`config.mk`:
```
export PLATFORM = sky130hd
export DESIGN_NAME = mem_mapper
export DESIGN_NICKNAME = d
export VERILOG_FILES = /design/src/verilog/ts_mem_pkg.sv /design/src/verilog/mem_mapper.sv
export SDC_FILE = /design/constraint.sdc
export NUM_CORES = 1
export LEC_CHECK = 0
export ABC_AREA = 0
export BUFFER_PORTS_ARGS = -buffer_cell sky130_fd_sc_hd__buf_2
export CAP_MARGIN = 20
export CORE_MARGIN = 2
export CORE_UTILIZATION = 37
export CTS_CLUSTER_SIZE = 20
export DETAILED_ROUTE_END_ITERATION = 16
export PLACE_DENSITY_LB_ADDON = 0.25
export SLEW_MARGIN = 10
export SYNTH_ARGS = -nofsm -noshare
export SYNTH_HDL_FRONTEND = slang
export SYNTH_SLANG_ARGS = --single-unit
```
`constraint.sdc`:
```
create_clock -name clk_sys -period 1.7 [get_ports clk_sys]
set_clock_uncertainty 0.05 [all_clocks]
set_input_delay 0.17 -clock clk_sys [delete_from_list [all_inputs] [get_ports clk_sys]]
set_output_delay 0.17 -clock clk_sys [all_outputs]
set_load 0.03 [all_outputs]
```
`src/verilog/ts_mem_pkg.sv`:
```
// Constants shared by the memory-side blocks of the TS2068-style core.
// Holds the flat memory map, the host download index codes and the
// length of the optional DOCK file header.

package ts_mem_pkg;

    // ========================================================
    // Flat external memory
    // ========================================================
    localparam int mem_addr_width = 20;

    // Region bases in the byte-wide store
    localparam logic [mem_addr_width-1:0] rom_base     = 20'h10000; // Main ROM 16K
    localparam logic [mem_addr_width-1:0] ext_rom_base = 20'h14000; // Ext ROM 8K
    localparam logic [mem_addr_width-1:0] esx_rom_base = 20'h16000; // ESXDOS ROM 8K
    localparam logic [mem_addr_width-1:0] divmmc_base  = 20'h20000; // 16 pages of 8K
    localparam logic [mem_addr_width-1:0] dock_base    = 20'h40000;
    localparam logic [mem_addr_width-1:0] tape_base    = 20'h80000; // Upper half

    // ========================================================
    // Host downloads
    // ========================================================
    localparam logic [7:0] idx_rom  = 8'd0;
    localparam logic [7:0] idx_dock = 8'd1;
    localparam logic [7:0] idx_tape = 8'd2;

    // DCK files with a header carry 9 extra bytes in front
    localparam int dock_header_len = 9;

endpackage

```
`src/verilog/mem_mapper.sv`:
```
// Second stage of the memory path. Picks the download or the CPU as the
// source of the next access, maps CPU addresses onto the flat store and
// blocks CPU writes to ROM. Unloaded cartridge reads are marked to float.
// All outputs are registered, one cycle from input to store request.

`timescale 1ns/1ps

module mem_mapper (
    input  logic                                    clk_sys,
    input  logic                                    reset_n,
    input  logic                                    dl_active,
    input  logic                                    dl_wr,
    input  logic [ts_mem_pkg::mem_addr_width-1:0]   dl_addr,
    input  logic [7:0]                              dl_data,
    input  logic [2:0]                              dock_blocks,
    input  logic                                    dock_loaded,
    input  logic [15:0]                             mem_a,
    input  logic [7:0]                              mem_d,
    input  logic                                    mem_rd,
    input  logic                                    mem_wr,
    input  logic                                    mem_b,
    input  logic [7:0]                              mem_m,
    input  logic                                    mapped,
    input  logic                                    ramcs,
    input  logic [3:0]                              page,
    output logic [ts_mem_pkg::mem_addr_width-1:0]   st_addr,
    output logic [7:0]                              st_din,
    output logic                                    st_we,
    output logic                                    st_re,
    output logic                                    st_float
);
    import ts_mem_pkg::*;

    logic [2:0]                blk;         // 8K block of the CPU address
    logic                      low16k;
    logic [mem_addr_width-1:0] cpu_addr;
    logic                      cpu_wr_ok;
    logic                      cpu_float;

    assign blk    = mem_a[15:13];
    assign low16k = (mem_a[15:14] == 2'b00);

    // ========================================================
    // CPU address decode in priority order
    // ========================================================
    always_comb begin
        cpu_wr_ok = mapped && (blk == 3'd1);    // DivMMC RAM window at 0x2000
        cpu_float = 1'b0;
        if (low16k && mapped) begin
            if (ramcs)
                cpu_addr = divmmc_base + mem_addr_width'({page, mem_a[12:0]});
            else
                cpu_addr = esx_rom_base + mem_addr_width'(mem_a[12:0]);
        end else if (mem_m[blk]) begin
            if (mem_b) begin
                cpu_addr = ext_rom_base + mem_addr_width'(mem_a[12:0]);
            end else begin
                cpu_addr  = dock_base + mem_addr_width'(mem_a);
                cpu_float = !dock_loaded || (blk > dock_blocks);
            end
        end else if (low16k) begin
            cpu_addr = rom_base + mem_addr_width'(mem_a[13:0]);
        end else begin
            cpu_addr  = mem_addr_width'(mem_a);  // Home RAM
            cpu_wr_ok = 1'b1;
        end
    end

    // Control with downloads ahead of the CPU
    always_ff @(posedge clk_sys) begin
        if (!reset_n) begin
            st_we    <= 1'b0;
            st_re    <= 1'b0;
            st_float <= 1'b0;
        end else if (dl_active || dl_wr) begin
            st_we    <= dl_wr;
            st_re    <= 1'b0;
            st_float <= 1'b0;
        end else begin
            st_we    <= mem_wr && cpu_wr_ok;
            st_re    <= mem_rd;
            st_float <= mem_rd && cpu_float;
        end
    end

    always_ff @(posedge clk_sys) begin
        if (dl_active || dl_wr) begin
            st_addr <= dl_addr;
            st_din  <= dl_data;
        end else begin
            st_addr <= cpu_addr;
            st_din  <= mem_d;
        end
    end

endmodule

```
Word level (Yosys, flattened, before mapping)
Cells that the tools add are included.
- logic and storage cells: 39
- register bits after elaboration: 31
- output and inout bits: 31
- bits of input ports: 77
- eq/ne operators: 1
- $lt $le $gt $ge: 2
- bitwise gates (word level): 1
- reductions and logical operators: 9
- add/sub/neg operators: 5
- multiplexer cells: 16
- operator list (operator ; count):
    $mux W20 ; 4
    $add A17 B13 Y18 const A ; 2
    $add A19 B16 Y20 const A ; 1
    $add A18 B17 Y19 const A ; 1
    $mux W19 ; 1
    $add A17 B14 Y18 const A ; 1
    $mux W18 ; 1
    $mux W1 ; 8
    $mux W8 ; 1
    $logic_and A1 B1 Y1 ; 4
    $lt A3 B4 Y1 const B ; 1
    $bmux W1 S3 ; 1
    $eq A3 B1 Y1 const B ; 1
    $gt A3 B3 Y1 ; 1
    $logic_not A2 Y1 ; 1
    $logic_or A1 B1 Y1 ; 2
    $reduce_or A2 Y1 ; 1
    $logic_not A1 Y1 ; 1
    $not A1 Y1 ; 1

Longest topological paths before layout
- depth in word-level cells: 7
- gate-level depth with buffers: 6
- gate-level depth less buffers: 6

Least setup slack after synthesis
Ideal clock, no wire load.
- kind: input -> register
- start: in mem_a[14]
- end: reg st_float
- data arrival time: 1193 ps
- buffers on the path: 1
- setup time: 79 ps
- data required time: 1571 ps
- cell stages on the path: 5
- setup slack: 377 ps
- path through: buf_2 -> nor2_1 -> and2_4 -> or4b_4 -> a211oi_2
- longest elaborated chain between the ends: 6
- elaborated cells between the ends (all ways): 10
- those cells by class: 1 x order compare; 5 x mux; 4 x reduce/logical
- ends and longest elaborated chain (item ; RTL line ; source):
    from (decl) ; mem_mapper.sv:17 ; input logic [15:0] mem_a,
    $gt A3 B3 Y1 ; mem_mapper.sv:59 ; cpu_float = !dock_loaded || (blk > dock_blocks);
    $logic_or A1 B1 Y1 ; mem_mapper.sv:59 ;
    $mux W1 ; mem_mapper.sv:55 ; if (mem_b) begin
    $mux W1 ; mem_mapper.sv:54 ; end else if (mem_m[blk]) begin
    $mux W1 * ; mem_mapper.sv:49 ; if (low16k && mapped) begin
    $logic_and A1 B1 Y1 * ; mem_mapper.sv:82 ; st_float <= mem_rd && cpu_float;
    to (signal assigned) ; mem_mapper.sv:82 ;
    to (decl) ; mem_mapper.sv:30 ; output logic st_float
Every way passes the cells marked *; elsewhere a longest branch is shown, timed or not. The select of a mux whose other input is x is not followed.
A chain may end at the register's enable or synchronous reset.

Worst setup path in the final report
- start: in dl_wr
- end: reg st_addr[7] (netlist bit)
- longest elaborated chain between the ends: 2
- ends and longest elaborated chain (item ; RTL line ; source):
    from (decl) ; mem_mapper.sv:12 ; input logic dl_wr,
    $logic_or A1 B1 Y1 ; mem_mapper.sv:87 ; if (dl_active || dl_wr) begin
    $mux W20 ; mem_mapper.sv:87 ;
    to (signal assigned) ; mem_mapper.sv:88 ; st_addr <= dl_addr;
    to (signal assigned) ; mem_mapper.sv:91 ; st_addr <= cpu_addr;
    to (decl) ; mem_mapper.sv:26 ; output logic [ts_mem_pkg::mem_addr_width-1:0] st_addr,
No other way between the ends.

==> metrics <==
status finished, final reports clean; Hold Crit Start reset_n; Total GRT Usage ~24%; Final Hold Fails 0; worst-path fanout max 16; Final Cycle Share 81.8%; remaining antenna violation count 0; area grow syn2layout 88.8%; Design Area, Final approximately 0.0024 mm^2; Initial Util between 30% and 40%; cells resized by post-CTS repair 0; Max clock buf depth 2; Seq cells post-synth 31; first-pass GRT wire length ~7300 um; Startpoint Class input port; area share of the largest cell type after synthesis a little under 50%; via count roughly 1.6k; TritonCTS clock tree done; Placeable Area around 0.0033 mm^2; # DRC 0; Required @ worst endpoint 1.86 ns; Syn Area/Cell between 8 and 9 um^2; post-DP HPWL approximately 2700 um; final setup vio count 0; CP Class in2reg; Slew headroom between 60% and 70%; worst hold path cell count 2; ys flop type dfxtp_1; final net count between 300 and 400; largest net degree at the start of global routing 26; CTS buffer count 5; dpl cell area 0.00186 mm^2; number of max-cap violations 0; initial antenna violation count 0; drt wl/cell around 12 um; register area share after synthesis about half; post-synthesis cell type count 35; DRT iter0 DRCs 79; main area contributors after synthesis dfxtp_1, nand2_1, mux2i_1; crit path DAT ~1.6 ns; fin crit period around 1.4 ns; highest clock rate ~700 MHz; final max-slew violation count 0; post-DR vias/cell between 4 and 5; total gr overflow 0; CTS root buf clkbuf_4; CTS H-tree depth 2; peak supply drop 0.552 mV; total power 1.75 mW; IO Port Bufs roughly 110; Inserted Diodes 0; Hold WC Path Type in2reg; Synth Cell Area ~0.0013 mm^2; count leader, synth nand2_1; post-synth net total around 240; total of warnings raised by yosys 0; vias in the first global route roughly 1.6k; FFs w/ async S/R, synth 0%; setup TNS 0 ns; Total Wirelength around 4500 um; Filler Cell Count approximately 280; commonest cells in the netlist nand2_1, dfxtp_1, inv_1; Syn Inst Count between 150 and 200; Boundary Pins 108; Worst Setup End Kind flop; Core Rows 21; Die X around 63 um; die area just under 0.004 mm^2; length of the first detailed-routing pass in iterations 4; die height 62.6 um; final RePlAce weighted congestion about 0.82; Worst Max-Slew Pin Slew ~0.45 ns; clock slew at reported path FFs between 0.1 and 0.15 ns; RSZ-0062 raised after global routing no; hold endpoint st_we; leakage 1.30 nW; clk sinks 31; Cell Pwr Density between 700 and 800 mW/mm^2; number of synthesized flops with an enable pin 0; share of cells above drive strength 1 approximately two fifths; cell taking the most area after synthesis dfxtp_1
[power breakdown]
group | switching, mW | internal [mW] | total, mW
Sequential | 0.0150 | 0.784 | 0.799
Clock | 0.266 | 0.158 | 0.424
Combinational | 0.276 | 0.250 | 0.526
[timing repair]
item | 4_1_cts | 5_1_grt
hold buffers | 48 | 0
setup buffers | 0 | 0
setup endpoints to repair | 0 | 0
endpoints found under the hold margin | 27 | 0
[layout by cell type (no fill, tap or decap)]
cell / count
buf_2: 107
nand2_1: 67
dlygate4sd3_1: 48
dfxtp_1: 31
inv_1: 6
nand3_1: 5
clkbuf_4: 5
mux2i_1: 4
nor2_1: 3
o21ai_0: 3
a31oi_1: 3
a21oi_1: 3
ha_1: 3
buf_4: 3
nor2b_1: 2
clkinvlp_4: 2
or2_2: 1
and2_4: 1
nor3b_2: 1
or4_1: 1
o32ai_1: 1
o31ai_1: 1
a32oi_1: 1
a21o_1: 1
nor2_4: 1
nand4_1: 1
or3_1: 1
o22ai_1: 1
nand2b_1: 1
a31o_2: 1
a21o_2: 1
o221a_2: 1
and3_1: 1
o21a_1: 1
or4b_4: 1
a211oi_2: 1
and2_1: 1
clkinv_2: 1
[critical path, stage by stage]
cell and delay [ns]:
buf_2 0.13, or2_2 0.33, buf_4 0.21, nand2_1 0.09, nand2_1 0.05, dlygate4sd3_1 0.56
[cells by family after synthesis]
kind of cell    after synthesis  share of synthesized area (%)
mux                           4                           3.15
compound gates               19                           10.7
buf+inv                      12                           3.64
flops                        31                           48.8
fa+ha+maj                     3                           2.95
simple gates                 88                           30.8
[through the flow]
| stage | hold WS (ns) | std cells | utilization (%) | worst slack, ns |
|---|---|---|---|---|
| 3_5_place_dp | 0.306 | 307 | 56.3 | 0.223 |
| 6_report | 0.0458 | 363 | 72.6 | 0.309 |
| 4_1_cts | 0.0243 | 363 | 72.6 | 0.349 |
| 5_1_grt | 0.0171 | 363 | 72.6 | 0.287 |
| 3_3_place_gp | 0.304 | 307 | 56.3 | 0.269 |
| 2_1_floorplan | 0.206 | 157 | - | 0.377 |
[cell type report]
| class | instances | area, um^2 | area share [%] |
|---|---|---|---|
| clock buffer | 5 | 37.5 | 1.56 |
| clock inverter | 3 | 20.0 | 0.833 |
| timing repair buffer | 158 | 1040 | 43.2 |
| multi-input combinational | 114 | 606 | 25.2 |
| inverter | 6 | 22.5 | 0.938 |
| sequential | 31 | 621 | 25.8 |
| tap | 46 | 57.6 | 2.40 |
[sequential cells by signal, indices dropped and copies added (netlist names)]
name      flops
st_float      1
st_re         1
st_din        8
st_addr      20
st_we         1
[routing by layer]
metal / up-vias / track usage, % / routed length (um)
li1: 834 / - / -
met1: 727 / 25.3 / 1690
met2: 74 / 46.4 / 2410
met3: 4 / 6.31 / 330
met4: 0 / 6.94 / 38
met5: - / 0 / 0
[worst max-delay path by stage]
stage	slack (ns)	start	end
6_report	0.31	dl_wr	st_addr[7]
5_1_grt	0.29	dl_wr	st_addr[4]
4_1_cts	0.35	dl_wr	st_addr[9]
3_5_place_dp	0.22	mem_a[13]	st_float
3_3_place_gp	0.27	mem_a[13]	st_float
2_1_floorplan	0.38	mem_a[14]	st_float
No activity file was read; power rests on OpenSTA's default activity.
