==> config.mk <==
export PLATFORM = sky130hd
export DESIGN_NAME = download_decoder
export DESIGN_NICKNAME = d
export VERILOG_FILES = /design/src/verilog/ts_mem_pkg.sv /design/src/verilog/download_decoder.sv
export SDC_FILE = /design/constraint.sdc
export NUM_CORES = 1
export LEC_CHECK = 0
export BUFFER_PORTS_ARGS = -buffer_cell sky130_fd_sc_hd__buf_4
export CORE_ASPECT_RATIO = 0.5
export CORE_MARGIN = 2
export CORE_UTILIZATION = 43
export DETAILED_ROUTE_END_ITERATION = 10
export PLACE_DENSITY = 0.8
export SETUP_SLACK_MARGIN = 0.02
export SLEW_MARGIN = 20
export SYNTH_ARGS = -nofsm -noshare
export SYNTH_HDL_FRONTEND = slang
export SYNTH_SLANG_ARGS = --single-unit
==> constraint.sdc <==
create_clock -name clk_sys -period 2.6 [get_ports clk_sys]
set_clock_uncertainty 0.15 [all_clocks]
set_input_delay 0.39 -clock clk_sys [delete_from_list [all_inputs] [get_ports clk_sys]]
set_output_delay 0.39 -clock clk_sys [all_outputs]
set_load 0.1 [all_outputs]
==> src/verilog/ts_mem_pkg.sv <==
// Constants shared by the memory-side blocks of the TS2068-style core.
// Holds the flat memory map, the host download index codes and the
// length of the optional DOCK file header.

package ts_mem_pkg;

    // ========================================================
    // Flat external memory
    // ========================================================
    localparam int mem_addr_width = 20;

    // Region bases in the byte-wide store
    localparam logic [mem_addr_width-1:0] rom_base     = 20'h10000; // Main ROM 16K
    localparam logic [mem_addr_width-1:0] ext_rom_base = 20'h14000; // Ext ROM 8K
    localparam logic [mem_addr_width-1:0] esx_rom_base = 20'h16000; // ESXDOS ROM 8K
    localparam logic [mem_addr_width-1:0] divmmc_base  = 20'h20000; // 16 pages of 8K
    localparam logic [mem_addr_width-1:0] dock_base    = 20'h40000;
    localparam logic [mem_addr_width-1:0] tape_base    = 20'h80000; // Upper half

    // ========================================================
    // Host downloads
    // ========================================================
    localparam logic [7:0] idx_rom  = 8'd0;
    localparam logic [7:0] idx_dock = 8'd1;
    localparam logic [7:0] idx_tape = 8'd2;

    // DCK files with a header carry 9 extra bytes in front
    localparam int dock_header_len = 9;

endpackage

==> src/verilog/download_decoder.sv <==
// First stage of the memory path. Sorts host (ioctl) download bytes into
// ROM, cartridge and tape images and relocates them into the flat store.
// Also strips a DOCK header and keeps the cartridge state for the mapper.

`timescale 1ns/1ps

module download_decoder (
    input  logic                                    clk_sys,
    input  logic                                    reset_n,
    input  logic                                    ioctl_download,
    input  logic [7:0]                              ioctl_index,
    input  logic                                    ioctl_wr,
    input  logic [24:0]                             ioctl_addr,
    input  logic [7:0]                              ioctl_dout,
    input  logic [31:0]                             ioctl_filesize,
    input  logic                                    cart_remove,
    output logic                                    dl_active,
    output logic                                    dl_wr,
    output logic [ts_mem_pkg::mem_addr_width-1:0]   dl_addr,
    output logic [7:0]                              dl_data,
    output logic                                    tape_dl_active,
    output logic [2:0]                              dock_blocks,
    output logic                                    dock_loaded,
    output logic                                    dock_header,
    output logic [18:0]                             tape_last
);
    import ts_mem_pkg::*;

    logic        rom_dl, dock_dl, tape_dl;
    logic        dock_dl_q;     // Delayed copy for start and end edges
    logic        hdr_now;
    logic        dock_keep;
    logic [15:0] dock_off;

    assign rom_dl  = ioctl_download && (ioctl_index == idx_rom);
    assign dock_dl = ioctl_download && (ioctl_index == idx_dock);
    assign tape_dl = ioctl_download && (ioctl_index == idx_tape);

    // Header flag is valid already in the first cycle of the download
    assign hdr_now   = (dock_dl && !dock_dl_q) ? |ioctl_filesize[3:0] : dock_header;
    assign dock_keep = !hdr_now || (ioctl_addr >= 25'(dock_header_len));
    assign dock_off  = hdr_now ? ioctl_addr[15:0] - 16'(dock_header_len) : ioctl_addr[15:0];

    // ========================================================
    // Control and cartridge state
    // ========================================================
    always_ff @(posedge clk_sys) begin
        if (!reset_n) begin
            dl_active      <= 1'b0;
            dl_wr          <= 1'b0;
            tape_dl_active <= 1'b0;
            dock_dl_q      <= 1'b0;
            dock_header    <= 1'b0;
            dock_loaded    <= 1'b0;
            dock_blocks    <= 3'd0;
            tape_last      <= 19'd0;
        end else begin
            dl_active      <= rom_dl || dock_dl;
            tape_dl_active <= tape_dl;
            dock_dl_q      <= dock_dl;
            dl_wr          <= ioctl_wr && (rom_dl || tape_dl || (dock_dl && dock_keep));

            if (cart_remove)
                dock_header <= 1'b0;
            if (dock_dl && !dock_dl_q)
                dock_header <= |ioctl_filesize[3:0];    // Size not a multiple of 16

            // Highest 8K block written so far
            if (dock_dl && ioctl_wr && dock_keep)
                dock_blocks <= dock_off[15:13];

            if (dock_dl_q && !dock_dl)
                dock_loaded <= 1'b1;
            else if (cart_remove)
                dock_loaded <= 1'b0;

            if (tape_dl && ioctl_wr)
                tape_last <= ioctl_addr[18:0];
        end
    end

    // Relocated write address and data
    always_ff @(posedge clk_sys) begin
        dl_data <= ioctl_dout;
        if (dock_dl)
            dl_addr <= dock_base + mem_addr_width'(dock_off);
        else if (tape_dl)
            dl_addr <= tape_base + mem_addr_width'(ioctl_addr[18:0]);
        else
            dl_addr <= rom_base + mem_addr_width'(ioctl_addr[15:0]);
    end

endmodule

-- Word-level counts from Yosys, hierarchy flattened
Cells that the tools add are included.
- bits in registers: 56
- input bits: 78
- output and inout port bits: 55
- logic and storage cells: 45
- add/sub/neg operators: 4
- order comparisons: 1
- eq/ne operators: 2
- muxes and demuxes: 7
- reduce and logical (&&, ||, !) cells: 21
- operators with widths (cell ; count):
    2-to-1 mux 20 bit ; 2
    >= comparator 25 x 4 -> 1 bit, second input constant ; 1
    adder 19 x 16 -> 20 bit, first input constant ; 1
    adder 20 x 19 -> 20 bit, first input constant ; 1
    adder 17 x 16 -> 18 bit, first input constant ; 1
    2-to-1 mux 16 bit ; 1
    subtractor 16 x 4 -> 16 bit, second input constant ; 1
    logical AND 1 bit ; 10
    == test 8 x 1 -> 1 bit, second input constant ; 1
    == test 8 x 2 -> 1 bit, second input constant ; 1
    logical NOT 8 bit ; 1
    logical OR 1 bit ; 4
    2-to-1 mux 1 bit ; 4
    nonzero test 2 bit ; 2
    OR reduction 4 bit ; 1
    logical NOT 1 bit ; 3

-- Logic depth before layout (Yosys ltp)
- depth in word-level cells: 9
- depth in mapped cells: 7
- gate-level depth less buffers: 7

-- Worst setup path after synthesis
Ideal clock, no wire load.
- path kind: reg-to-reg
- start point: reg dock_header
- end point: reg dl_addr[12] in the netlist's numbering
- library setup time: 72 ps
- arrival: 2019 ps
- required time: 2378 ps
- slack: 359 ps
- stages on the path, launching flop included: 6
- buffers on the path: 0
- clock period less this slack: 2241 ps
- cell sequence: dfxtp_1 > nand2_1 > o21a_1 > a211oi_2 > nor4b_2 > xor2_1
- word-level cells in the longest chain between the ends: 4
- RTL lines (item ; line ; source):
    from (decl) ; download_decoder.sv:24 ; output logic dock_header,
    from (signal assigned) ; download_decoder.sv:66 ; dock_header <= |ioctl_filesize[3:0];
    2-to-1 mux 1 bit ; download_decoder.sv:40 ; assign hdr_now = (dock_dl && !dock_dl_q) ? |ioctl_filesize[3:0] : dock_header;
    2-to-1 mux 16 bit ; download_decoder.sv:42 ; assign dock_off = hdr_now ? ioctl_addr[15:0] - 16'(dock_header_len) : ioctl_addr[15:0];
    adder 19 x 16 -> 20 bit ; download_decoder.sv:86 ; dl_addr <= dock_base + mem_addr_width'(dock_off);
    2-to-1 mux 20 bit ; download_decoder.sv:85 ; if (dock_dl)
    to (signal assigned) ; download_decoder.sv:86 ;
    to (signal assigned) ; download_decoder.sv:88 ; dl_addr <= tape_base + mem_addr_width'(ioctl_addr[18:0]);
    to (signal assigned) ; download_decoder.sv:90 ; dl_addr <= rom_base + mem_addr_width'(ioctl_addr[15:0]);
    to (decl) ; download_decoder.sv:19 ; output logic [ts_mem_pkg::mem_addr_width-1:0] dl_addr,
No other way between the ends.
A chain may end at the register's enable or synchronous reset.

-- Worst setup path in the final report
- start point: reg dock_dl_q
- end point: reg dock_blocks[1]
- word-level cells in the longest chain between the ends: 6
- elaborated cells on any way between the ends: 7
- those cells by class: mux: 2; reduce/logical: 5
- RTL lines (item ; line ; source):
    from (decl) ; download_decoder.sv:30 ; logic dock_dl_q;
    from (signal assigned) ; download_decoder.sv:60 ; dock_dl_q <= dock_dl;
    logical NOT 1 bit (*) ; download_decoder.sv:40 ;
    logical AND 1 bit (*) ; download_decoder.sv:40 ;
    2-to-1 mux 1 bit (*) ; download_decoder.sv:40 ;
    logical NOT 1 bit ; download_decoder.sv:41 ; assign dock_keep = !hdr_now || (ioctl_addr >= 25'(dock_header_len));
    logical OR 1 bit ; download_decoder.sv:41 ;
    logical AND 1 bit ; download_decoder.sv:69 ; if (dock_dl && ioctl_wr && dock_keep)
    to (signal assigned) ; download_decoder.sv:70 ; dock_blocks <= dock_off[15:13];
    to (decl) ; download_decoder.sv:22 ; output logic [2:0] dock_blocks,
Mark *: on every way between the ends. The rest lies on a longest branch, timed or not.

==> results.py <==
metrics = {
    "floorplan": {
        "die_w_um": 107,
        "num_rows": 18,
        "io-pin-count": 133,
        "coreArea_sq_um": 5020,
        "die_h_um": 55.6,
        "start_util_pct": 45.7,
        "dieArea_sq_um": 5970,
    },
    "pwr": {
        "power.switching_w": 0.000514,
        "sequentialPowerShare_pct": 49.6,
        "clockPowerShare_pct": 32.8,
        "ir_worst_vdd_mv": 0.306,
        "p_per_area_nw_per_um2": 541,
        "swShare_pct": 28.9,
        "p_int_w": 0.00126,
        "p_leak_nw": 1.39,
        "pwr-share-comb_pct": 17.6,
    },
    "route": {
        "post_drt_wl_per_cell_um": 13.8,
        "route.antenna.remaining_nets": 0,
        "num_vias": 1990,
        "dr.pass1.iters": 6,
        "routed_wl_mm": 5.68,
        "drc": 0,
        "via_per_inst": 4.83,
        "drt_iter0_markers": 52,
    },
    "worst_setup_path": {
        "critPathArrivalTime_ns": 2.15,
        "cp_max_fo": 7,
        "end_kind": "flip-flop",
        "cp-start-kind": "flip-flop",
        "r2r_slack_ns": 0.51,
        "crit_required_ns": 2.66,
        "crit_type": "reg2reg",
    },
    "clocking": {
        "cts.htree.levels": 2,
        "cts_hold_buf": 0,
        "clock_latency_ns": 0.31,
        "clk_path_buf_depth": 2,
        "cts_buffers": 5,
        "cts_setup_buffers": 0,
        "cts_root_buffer": "clkbuf_8",
        "tritoncts": "done",
        "cts-resized-gates": 0,
        "clk_pin_slew_ns": 0.10,
        "cts_sinks": 56,
    },
    "grt": {
        "grt_start_max_net_pins": 29,
        "grt_use_total_pct": 19.2,
        "grt_overflow": 0,
        "grt_pass1_wl_mm": 9.05,
        "grt_pass1_vias": 1915,
        "antenna_found_initial": 0,
    },
    "sta": {
        "relSlewSlack_pct": 64.9,
        "tns_ns": 0,
        "rsz0062_at_grt": "false",
        "fin_crit_ns": 2.09,
        "finalSetupViolCount": 0,
        "worst_pin_slew_ns": 0.526,
        "slew_violations": 0,
        "fmax_mhz": 479,
        "period_share_pct": 80.3,
        "hold_viol": 0,
    },
    "run_status": {
        "run_status": "finished, final reports clean",
    },
    "synthesis": {
        "synthTopCellsByCount": "dfxtp_1 (56), nand2_1 (48), a21boi_1 (10), nor2_1 (10)",
        "ys.flop_type": "dfxtp_1",
        "synth_compound_area_share_pct": 13.1,
        "synth_edf_count": 0,
        "ys_types": 47,
        "synth-adder-area-share_pct": 1.09,
        "seq_area_frac_synth_pct": 48.9,
        "synth.avg_cell_area_sq_um": 9.89,
        "muxShareOfSynthArea_pct": 0.436,
        "yosysMostFrequentCell": "dfxtp_1",
        "async_flop_share_pct": 0,
        "ys_ff_latch": 56,
        "synth_top_family_by_area": "simple AND/OR/NAND/NOR gates",
        "synth_area_leaders": "dfxtp_1 (49%), nand2_1 (7.9%), xnor2_1 (3.4%)",
        "synth_area_sq_um": 2290,
        "synth_fp_nets": 312,
        "synth-simple-area-share_pct": 28.0,
        "synthXorXnorAreaFrac_pct": 6.49,
        "yosysTopAreaCellShare_pct": 48.9,
        "synth_top_area_cell": "dfxtp_1",
        "ys_warn_count": 0,
        "synthCells": 232,
    },
    "worst_hold_path": {
        "hold_class": "in2reg",
    },
    "layout": {
        "antenna_cells": 0,
        "fin_nets": 421,
        "syn_to_final_growth_pct": 43.3,
        "layout.cells.non_filler": 412,
        "layout-drive-gt1-share_pct": 40.4,
    },
    "placed_design": {
        "place_congestion": 0.766,
        "dpl.hpwl_mm": 4.35,
        "dp.cells": 404,
        "portBuffers": 104,
    },
    "flow_run": {
        "max_cap_violations": 0,
    },
}
-- cell type report --
type                       instances  area [sq um]
inverter                           4          15.0
timing repair buffer             109           818
tap                               70          87.6
fill                             415          1740
clock buffer                       5          68.8
sequential                        56          1120
multi-input combinational        165          1130
clock inverter                     3          47.5
-- final timing paths --
path | start | to | cells past startpoint
max | dock_dl_q | dock_blocks[1] | 5
min reg2reg | tape_last[15] | tape_last[15] | 2
min | ioctl_dout[4] | dl_data[4] | 1
max reg2reg | dock_dl_q | dock_blocks[1] | 5
-- layout by cell type (no fill, tap or decap), types with 2 or more instances in the layout --
master	n
nor3b_2	2
a21boi_1	10
nor4b_2	2
and2_1	5
nand2_1	48
clkinv_4	2
nand3_2	2
nand2b_1	4
xnor2_1	9
o21a_1	2
o21ai_0	3
a21oi_1	4
buf_4	109
nor2_1	10
and4_2	2
nor4_2	2
or2_2	2
nor4_4	3
nor3b_1	2
xor2_1	8
o31a_1	2
a21boi_0	9
nand4b_1	2
nor4_1	4
nand3_1	3
nor2b_1	3
nor3_1	2
dfxtp_1	56
or3_4	2
clkbuf_8	5
ha_1	2
inv_1	4
-- stage by stage --
stage               hold WS [ns]  utilization [%]  cell area, sq um  setup WS [ns]  total power (W)
floorplan                  0.268                -              2290          0.359          0.00109
global placement           0.291             63.1              3170          0.326          0.00121
detailed placement         0.297             63.1              3170          0.289          0.00122
CTS                       0.0131             65.4              3290          0.512          0.00179
global route             0.00388             65.4              3290          0.387          0.00184
finish                    0.0225             65.4              3290          0.513          0.00178
-- logic make-up (layout without fill, tap and decap cells) --
| family | count (synthesis) | count (layout) |
|---|---|---|
| mux | 1 | 1 |
| simple gates | 106 | 106 |
| fa+ha+maj | 2 | 2 |
| flops | 56 | 56 |
| compound gates | 39 | 39 |
| xor+xnor | 17 | 17 |
| buf+inv | 11 | 121 |
-- metal layers --
metal | global-route usage, % | part of all wire, %
met5 | 0 | 0
met2 | 33.9 | 51
met1 | 23.7 | 44
met4 | 5.57 | 0.62
met3 | 4.10 | 4.8
-- worst max-delay path: stages (launching register included) --
cell and delay, ns:
dfxtp_1 0.37, nor3b_1 0.41, a31oi_4 0.16, or3_4 0.46
o311a_1 0.34, o31a_1 0.10
-- power by group through the flow --
| stage | combinational (W) | sequential [W] | clock [W] |
|---|---|---|---|
| detailed placement | 0.000313 | 0.000903 | 0 |
| global route | 0.000325 | 0.000885 | 0.000633 |
| floorplan | 0.0000411 | 0.00105 | 0 |
| CTS | 0.000314 | 0.000883 | 0.000597 |
| finish | 0.000312 | 0.000883 | 0.000583 |
| global placement | 0.000309 | 0.000902 | 0 |
-- flip-flops by register name, summed over array words and instances, names as in the netlist --
signal,count
dock_blocks,3
dock_header,1
tape_dl_active,1
tape_last,19
dl_wr,1
dl_data,8
dl_active,1
dock_dl_q,1
dock_loaded,1
dl_addr,20
Note: power is estimated with default switching activity, not from simulation.
