===== config.mk =====
export PLATFORM = sky130hd
export DESIGN_NAME = tape_fetch
export DESIGN_NICKNAME = d
export VERILOG_FILES = /design/src/verilog/ts_mem_pkg.sv /design/src/verilog/tape_fetch.sv
export SDC_FILE = /design/constraint.sdc
export NUM_CORES = 1
export LEC_CHECK = 0
export BUFFER_PORTS_ARGS = -buffer_cell sky130_fd_sc_hd__clkbuf_2
export CAP_MARGIN = 20
export CELL_PAD_IN_SITES_DETAIL_PLACEMENT = 1
export CELL_PAD_IN_SITES_GLOBAL_PLACEMENT = 1
export CORE_MARGIN = 3
export CORE_UTILIZATION = 37
export DETAILED_ROUTE_END_ITERATION = 8
export PLACE_DENSITY_LB_ADDON = 0.1
export SLEW_MARGIN = 10
export SYNTH_ARGS = -nofsm -noshare
export SYNTH_HDL_FRONTEND = slang
export SYNTH_SLANG_ARGS = --single-unit

===== constraint.sdc =====
create_clock -name clk_sys -period 2.85 [get_ports clk_sys]
set_clock_uncertainty 0.2 [all_clocks]
set_input_delay 0.4275 -clock clk_sys [delete_from_list [all_inputs] [get_ports clk_sys]]
set_output_delay 0.4275 -clock clk_sys [all_outputs]
set_load 0.005 [all_outputs]

===== src/verilog/ts_mem_pkg.sv =====
// Constants shared by the memory-side blocks of the TS2068-style core.
// Holds the flat memory map, the host download index codes and the
// length of the optional DOCK file header.

package ts_mem_pkg;

    // ========================================================
    // Flat external memory
    // ========================================================
    localparam int mem_addr_width = 20;

    // Region bases in the byte-wide store
    localparam logic [mem_addr_width-1:0] rom_base     = 20'h10000; // Main ROM 16K
    localparam logic [mem_addr_width-1:0] ext_rom_base = 20'h14000; // Ext ROM 8K
    localparam logic [mem_addr_width-1:0] esx_rom_base = 20'h16000; // ESXDOS ROM 8K
    localparam logic [mem_addr_width-1:0] divmmc_base  = 20'h20000; // 16 pages of 8K
    localparam logic [mem_addr_width-1:0] dock_base    = 20'h40000;
    localparam logic [mem_addr_width-1:0] tape_base    = 20'h80000; // Upper half

    // ========================================================
    // Host downloads
    // ========================================================
    localparam logic [7:0] idx_rom  = 8'd0;
    localparam logic [7:0] idx_dock = 8'd1;
    localparam logic [7:0] idx_tape = 8'd2;

    // DCK files with a header carry 9 extra bytes in front
    localparam int dock_header_len = 9;

endpackage


===== src/verilog/tape_fetch.sv =====
// Tape playback fetcher. Walks the stored tape image one byte per player
// request. The player toggles tape_req; the byte is read from the store
// over the tp_rd/tp_ack pair and handed back with tape_data_ack = tape_req.

`timescale 1ns/1ps

module tape_fetch #(
    parameter int tape_addr_width = 19
) (
    input  logic                                    clk_sys,
    input  logic                                    reset_n,
    input  logic                                    tape_dl_active,
    input  logic [tape_addr_width-1:0]              tape_last,
    input  logic                                    tape_req,
    input  logic                                    tp_ack,
    input  logic [7:0]                              tp_dout,
    output logic                                    tp_rd,
    output logic [ts_mem_pkg::mem_addr_width-1:0]   tp_addr,
    output logic [7:0]                              tape_byte,
    output logic                                    tape_data_ack,
    output logic                                    tape_restart
);
    import ts_mem_pkg::*;

    logic [tape_addr_width:0] play_ptr;     // One extra bit to run past the end
    logic                     ack_seen;
    logic                     ack_toggled;
    logic                     tape_dl_q;

    assign ack_toggled = tp_ack ^ ack_seen;
    assign tp_addr     = tape_base + mem_addr_width'(play_ptr[tape_addr_width-1:0]);

    always_ff @(posedge clk_sys) begin
        if (!reset_n) begin
            play_ptr      <= '0;
            tp_rd         <= 1'b0;
            ack_seen      <= 1'b0;
            tape_dl_q     <= 1'b0;
            tape_restart  <= 1'b0;
            tape_data_ack <= tape_req;  // No request pending
        end else begin
            ack_seen     <= tp_ack;
            tape_dl_q    <= tape_dl_active;
            tape_restart <= tape_dl_active && !tape_dl_q;

            if (tape_dl_active) begin
                play_ptr <= '0;         // Rewind for a new image
                tp_rd    <= 1'b0;
            end else if (tp_rd && ack_toggled) begin
                tp_rd         <= 1'b0;
                tape_data_ack <= tape_req;
                play_ptr      <= play_ptr + 1'b1;
            end else if (!tp_rd && (tape_req != tape_data_ack)
                         && (play_ptr <= {1'b0, tape_last})) begin
                tp_rd <= 1'b1;
            end
        end
    end

    // Byte goes out together with the acknowledge
    always_ff @(posedge clk_sys) begin
        if (tp_rd && ack_toggled)
            tape_byte <= tp_dout;
    end

endmodule


Word level (Yosys, flattened, before mapping)
Index checks and enable logic that the tools add are counted.

Bits in registers: 33. Input bits: 32. Output and inout port bits: 31. Word-level logic and storage cells: 27.

Eq/ne operators: 3. Reduce and logical (&&, ||, !) cells: 9. Order comparisons: 1. Mux-type cells: 3. Add/sub/neg operators: 2. Bitwise gates (word level): 2.

Operators by type and width (count): $add 20x1->20 const B (1); $add 20x19->20 const A (1); $le 20x19->1 (1); $logic_and 1x1->1 (4); $mux 1 (3); $reduce_or 3->1 (1); $logic_not 1->1 (2); $ne 2x1->1 const B (1); $ne 2x2->1 const B (1); $reduce_and 2->1 (1); $reduce_or 2->1 (1); $ne 1x1->1 (1); $not 1->1 (1); $xor 1x1->1 (1).

Logic depth before layout (Yosys ltp)
Gate-level depths: netlist of the first run.

Depth after elaboration: 5. Mapped depth: 7. Mapped depth without buffers: 7.

Least setup slack after synthesis of the first run
Ideal clock, no wire load.

Path kind: reg2reg. From: register play_ptr[0]. To: register play_ptr[10]. Setup time: 0.070 ns. Path slack: 0.813 ns. Buffers on the path: 1. Data arrival time: 1.766 ns. Required time: 2.580 ns. Stages on the path, launching flop included: 7. Clock period less this slack: 2.037 ns. Path through: dfxtp_1 -> ha_1 -> nand3_1 -> or4b_1 -> buf_2 -> or3_1 -> a21oi_1.

Word-level cells in the longest chain between the ends: 1.

Ends and longest elaborated chain: from (decl) (line tape_fetch.sv:25) `logic [tape_addr_width:0] play_ptr;`; from (signal assigned) (line tape_fetch.sv:52) `play_ptr <= play_ptr + 1'b1;`; $add 20x1->20 (line tape_fetch.sv:52).

Every way passes these cells. A chain may end at the register's enable or synchronous reset.

Final worst setup path of the first run
Same ends and word-level chain as after synthesis.

==> results of run 1 <==
cell type report:
type / instances / share of cell area
inverter: 23 / 0.03762
sequential: 33 / 0.3272
timing repair buffer: 62 / 0.1363
clock inverter: 3 / 0.007634
tap: 67 / 0.03653
clock buffer: 5 / 0.02999
multi-input combinational: 139 / 0.4248
how the worst min path moves through the flow:
| stage | from | cells after the start | to | slack (ps) |
|---|---|---|---|---|
| 2_1_floorplan | tape_dl_q$_SDFF_PN0_ | 1 | tape_restart$_SDFF_PN0_ | 170 |
| 3_3_place_gp | tape_dl_q$_SDFF_PN0_ | 1 | tape_restart$_SDFF_PN0_ | 180 |
| 3_5_place_dp | tape_dl_q$_SDFF_PN0_ | 1 | tape_restart$_SDFF_PN0_ | 180 |
| 4_1_cts | tp_dout[2] | 1 | tape_byte[2]$_DFFE_PP_ | 110 |
| 5_1_grt | tp_dout[3] | 1 | tape_byte[3]$_DFFE_PP_ | 100 |
| 6_report | tp_dout[1] | 1 | tape_byte[1]$_DFFE_PP_ | 110 |
report_power, final:
part / switching, W / internal (W)
sequential: 0.00000410 / 0.000490
combinational: 0.0000370 / 0.0000361
clock: 0.000183 / 0.000169
total: 0.000224 / 0.000694
routing by layer:
metal  global-route usage  vias to the layer above  routed length (um)
met5                    0                        -                   0
met4              0.04124                        0                  22
met3              0.03515                        2                 205
met2               0.2357                       41                2072
met1               0.1989                      735                2120
li1                     -                      819                   -
cell families after synthesis:
kind of cell	synth area share
flip-flops	0.3795
adder cells (fa/ha/maj)	0.1265
buffers and inverters	0.1278
AO/OA/AOI/OAI	0.07590
other	0.001896
multiplexers	0.005060
XOR/XNOR	0.07527
AND/OR/NAND/NOR	0.2081
per-stage QoR:
stage                     utilization  worst slack (ps)
final                          0.4643             571.7
after global routing           0.4643             387.9
after CTS                      0.4643             551.9
after detailed placement       0.4468             599.4
after global placement         0.4468             683.8
after floorplan                     -             813.4
synthesized netlist by cell type (all sizes together):
cell	n
nand2	13
a21o	3
ha	20
nand2b	2
edfxtp	9
o2111ai	1
a221oi	1
nor3	8
nand4	6
o211ai	1
and4b	1
xor2	3
mux2i	1
xnor2	14
a21oi	9
or4b	1
clkbuf	3
nand3	8
conb	1
nor2b	4
or2	1
or3	4
buf	21
and4	6
inv	23
o21ai	8
nor2	17
a211oi	1
dfxtp	24
and3	2
o211a	1
and2	2
registers in the layout (all words and copies together), names as in the netlist:
register / count
play_ptr: 20
tp_rd: 1
tape_data_ack: 1
ack_seen: 1
tape_restart: 1
tape_byte: 8
tape_dl_q: 1
worst max-delay path, stage by stage (launching register included):
cell	delay [ps]
dfxtp_1	440
ha_1	220
nand3_1	110
or4b_1	690
or3_1	400
a21oi_1	140
==> results.cfg, run 1 <==
[pwr]
power_w = 0.0009187
p_leak_nw = 1.091
powerDensity_nw_per_um2 = 400.3
ir_drop_v = 0.0001799

[die]
die_w_um = 79.12
die_h_um = 79.12
initial_core_util = 0.4003
num_io_pins = 63
dieArea_um2 = 6260
core_area_um2 = 4942
rows = 25

[cts]
cts_resized = 0
clk_latency_ps = 280
cts_buffer_depth = 2
htree_levels = 2
cts_tree = built
clk_pin_slew_ps = 80
cts_setup_buffers = 0
ctsHoldBuffers = 0
clockRootBuffer = clkbuf_8
cts.sinks = 33
cts_buffers = 5

[placed_design]
placed_area_um2 = 2208
place_hpwl_um = 3549
port_buffers = 61
dp_cells = 324
routabilityCongestion = 0.7436

[setup_path]
startpoint_type = flip-flop
worstPathMaxFanout = 9
crit_start = play_ptr[0]$_SDFFE_PP0P_
path_class = flip-flop to flip-flop
required_ps = 2860
rrSetupSlack_ps = 570
reg2regPathDepth = 5
reg2reg_from = play_ptr[0]$_SDFFE_PP0P_
crit_end = play_ptr[10]$_SDFFE_PP0P_
reg2reg_to = play_ptr[10]$_SDFFE_PP0P_
cp-end-kind = flip-flop
arrival_ps = 2290

[timing]
period_share = 0.7994
period_minus_slack_ps = 2278
hold-worst-slack_ps = 114.3
fmax_mhz = 438.9
fin_tns_setup_ps = 0
drv_slew = 0
final_hold_viol_count = 0
rsz0062_at_grt = false
setup_violations = 0

[grt]
grt_overflow = 0
grt_first_pass_wirelength_um = 7300
grt_antenna_before_repair = 0
grt_pass1_vias = 1547
grtUsageTotal = 0.1477
grt_start_max_net_pins = 21

[flow_run]
cap_viol_max_count = 0

[min_path]
hold_path_class = input port to flip-flop

[drt]
drt_iter0_drc = 52
drtAntennaViolNets = 0
viasPerCell = 4.810
routed_wl_um = 4420
firstDrtPassIters = 4
via_count = 1597
drc = 0
wl_per_cell_um = 13.31

[layout]
final_common_cell = clkbuf_2
layout_common_cells = 61 x clkbuf_2, 24 x dfxtp_1, 23 x inv_1
nNetsFinal = 316
regArea_um2 = 750.7
area_growth_pct = 16.00
antenna_cells = 0
drive_gt1_frac = 0.2717
stdcell_count = 332
multiInputGateArea_um2 = 974.7
nFillCells = 619
stdcell_area_um2 = 2295

[synthesis]
synth_warnings = 0
syn_nets = 271
seq_area_frac_synth = 0.3795
netlist_instances = 219
ys_ff_latch = 33
synth.avg_cell_area_um2 = 9.033
yosysTopAreaCell = dfxtp_1
synth_area_um2 = 1978
ys_top_cells_by_area = dfxtp_1 24%, edfxtp_1 14%, ha_1 13%, buf_4 7.6%, xnor2_1 6.2%
ys_types = 34
synth_top_area_share = 0.2429

[run_status]
outcome = completed
Power figures use the tool's default switching activity.
==> run 2: changes to the inputs <==
Settings changed: CORE_UTILIZATION 37 to 34.
Clock period 2.85 ns to 2 ns, I/O delays scaled along.
==> run 2 against run 1 <==
Largest power group unchanged. Die area is 8.1% higher. Combinational power is 71% higher. Critical endpoint is now play_ptr[14]$_SDFFE_PP0P_. Sequential share of layout area is 3.7 points lower. Clock-buffer cell count stayed put. Highest routed layer unchanged. Maximum frequency is 18% higher.
==> results.cfg, run 2 (same netlist as run 1, synthesis figures left out) <==
[layout]
area_growth_pct = 32.45
largest_reg_flops = 20
top_register = play_ptr
nFillCells = 687
antenna_cells = 0
stdcell_count = 370
final_common_cell = clkbuf_2
largestRegisters = play_ptr x20, tape_byte x8
nNetsFinal = 349
layout_common_cells = 61 x clkbuf_2, 26 x buf_4, 23 x inv_1
drive_gt1_frac = 0.3725
final_util = 0.4700

[grt]
grt_antenna_before_repair = 0
grt_pass1_vias = 1715
grt_start_max_net_pins = 20
grtUsageTotal = 0.1515
grt_overflow = 0
grt_first_pass_wirelength_um = 7872

[setup_path]
cp-end-kind = flip-flop
path_class = flip-flop to flip-flop
required_ps = 2010
arrival_ps = 1940
startpoint_type = flip-flop
worstPathMaxFanout = 9

[die]
num_io_pins = 63
initial_core_util = 0.3549
die_w_um = 82.28
rows = 27
core_area_um2 = 5574
dieArea_um2 = 6769
die_h_um = 82.28

[run_status]
outcome = completed

[placed_design]
port_buffers = 61
place_hpwl_um = 3854
routabilityCongestion = 0.7156
dp_cells = 354

[cts]
clockRootBuffer = clkbuf_8
htree_levels = 2
cts.sinks = 33
cts_tree = built
cts_buffers = 5
cts_buffer_depth = 2
clk_latency_ps = 280
clk_pin_slew_ps = 70

[timing]
setup_violations = 0
hold-worst-slack_ps = 24.98
fmax_mhz = 518.8
period_share = 0.9638
fin_tns_setup_ps = 0
final_hold_viol_count = 0
rsz0062_at_grt = true
drv_slew = 0
period_minus_slack_ps = 1928

[pwr]
power_w = 0.001319
ir_drop_v = 0.0003203
powerDensity_nw_per_um2 = 503.3
p_leak_nw = 1.260

[drt]
via_count = 1715
routed_wl_um = 4808
drt_iter0_drc = 40
drtAntennaViolNets = 0
drc = 0
firstDrtPassIters = 4
wl_per_cell_um = 12.99
viasPerCell = 4.635

[flow_run]
cap_viol_max_count = 0

[min_path]
hold_path_class = input port to flip-flop
## run 2: cell count changes in the layout (fill, tap and decap cells not counted), moves of 2 or more
| cell | delta |
|---|---|
| dfxtp_1 | -6 |
| dfxtp_2 | +5 |
| o21ai_0 | -2 |
| ha_1 | -2 |
| o21ai_1 | +2 |
| dlygate4sd3_1 | +8 |
| buf_4 | +25 |
## run 2: layout make-up
cell class              count  area (um^2)  area share
clock inverters             3        17.52    0.006686
well taps                  72        90.09     0.03438
inverters                  23        86.33     0.03295
flip-flops and latches     33        760.7      0.2904
clock buffers               5        68.82     0.02627
multi-input cells         139         1016      0.3878
repair buffers             95        580.6      0.2216
## run 2: worst paths after layout
kind	endpoint	slack, ps	start	cells after the start
setup reg to reg	play_ptr[14]$_SDFFE_PP0P_	70	play_ptr[0]$_SDFFE_PP0P_	5
setup / recovery	play_ptr[14]$_SDFFE_PP0P_	70	play_ptr[0]$_SDFFE_PP0P_	5
hold / removal	tape_data_ack$_DFFE_PP_	20	tape_req	1
hold reg to reg	tape_restart$_SDFF_PN0_	180	tape_dl_q$_SDFF_PN0_	1
## run 2: report_power, final
part           total [W]  leakage (nW)  internal [W]  switching (W)
clock           0.000492        0.0439      0.000240       0.000252
combinational   0.000125         0.935     0.0000663      0.0000587
sequential      0.000701         0.280      0.000697     0.00000451
total            0.00132          1.26       0.00100       0.000316
## run 2: worst max-delay path, cell delays in order, from the launching register on
cell and delay, ps:
dfxtp_2 330, ha_2 180, nand3_2 90, or4b_4 550
or3_1 370, a21oi_1 140
## run 2: layer usage
layer,up-vias,track usage,routed length (um)
met5,-,0,0
met4,0,0.03987,23
met3,2,0.03037,212
met2,34,0.2412,2266
met1,798,0.2083,2305
li1,881,-,-
## run 2: repair_timing
| item | in CTS | in global routing |
|---|---|---|
| endpoints found under the hold margin | 8 | 0 |
| pin swaps | 0 | 4 |
| endpoints found under the setup margin | 5 | 5 |
| gates resized for setup | 3 | 13 |
| setup buffers | 0 | 0 |
| gates cloned | 0 | 0 |
| hold buffers | 8 | 0 |
## run 2: through the flow
| stage | setup WS (ps) | area, um^2 |
|---|---|---|
| 2_1_floorplan | 16.12 | 1981 |
| 3_3_place_gp | -48.71 | 2405 |
| 3_5_place_dp | -93.69 | 2405 |
| 4_1_cts | 18.39 | 2582 |
| 5_1_grt | -27.54 | 2620 |
| 6_report | 72.41 | 2620 |
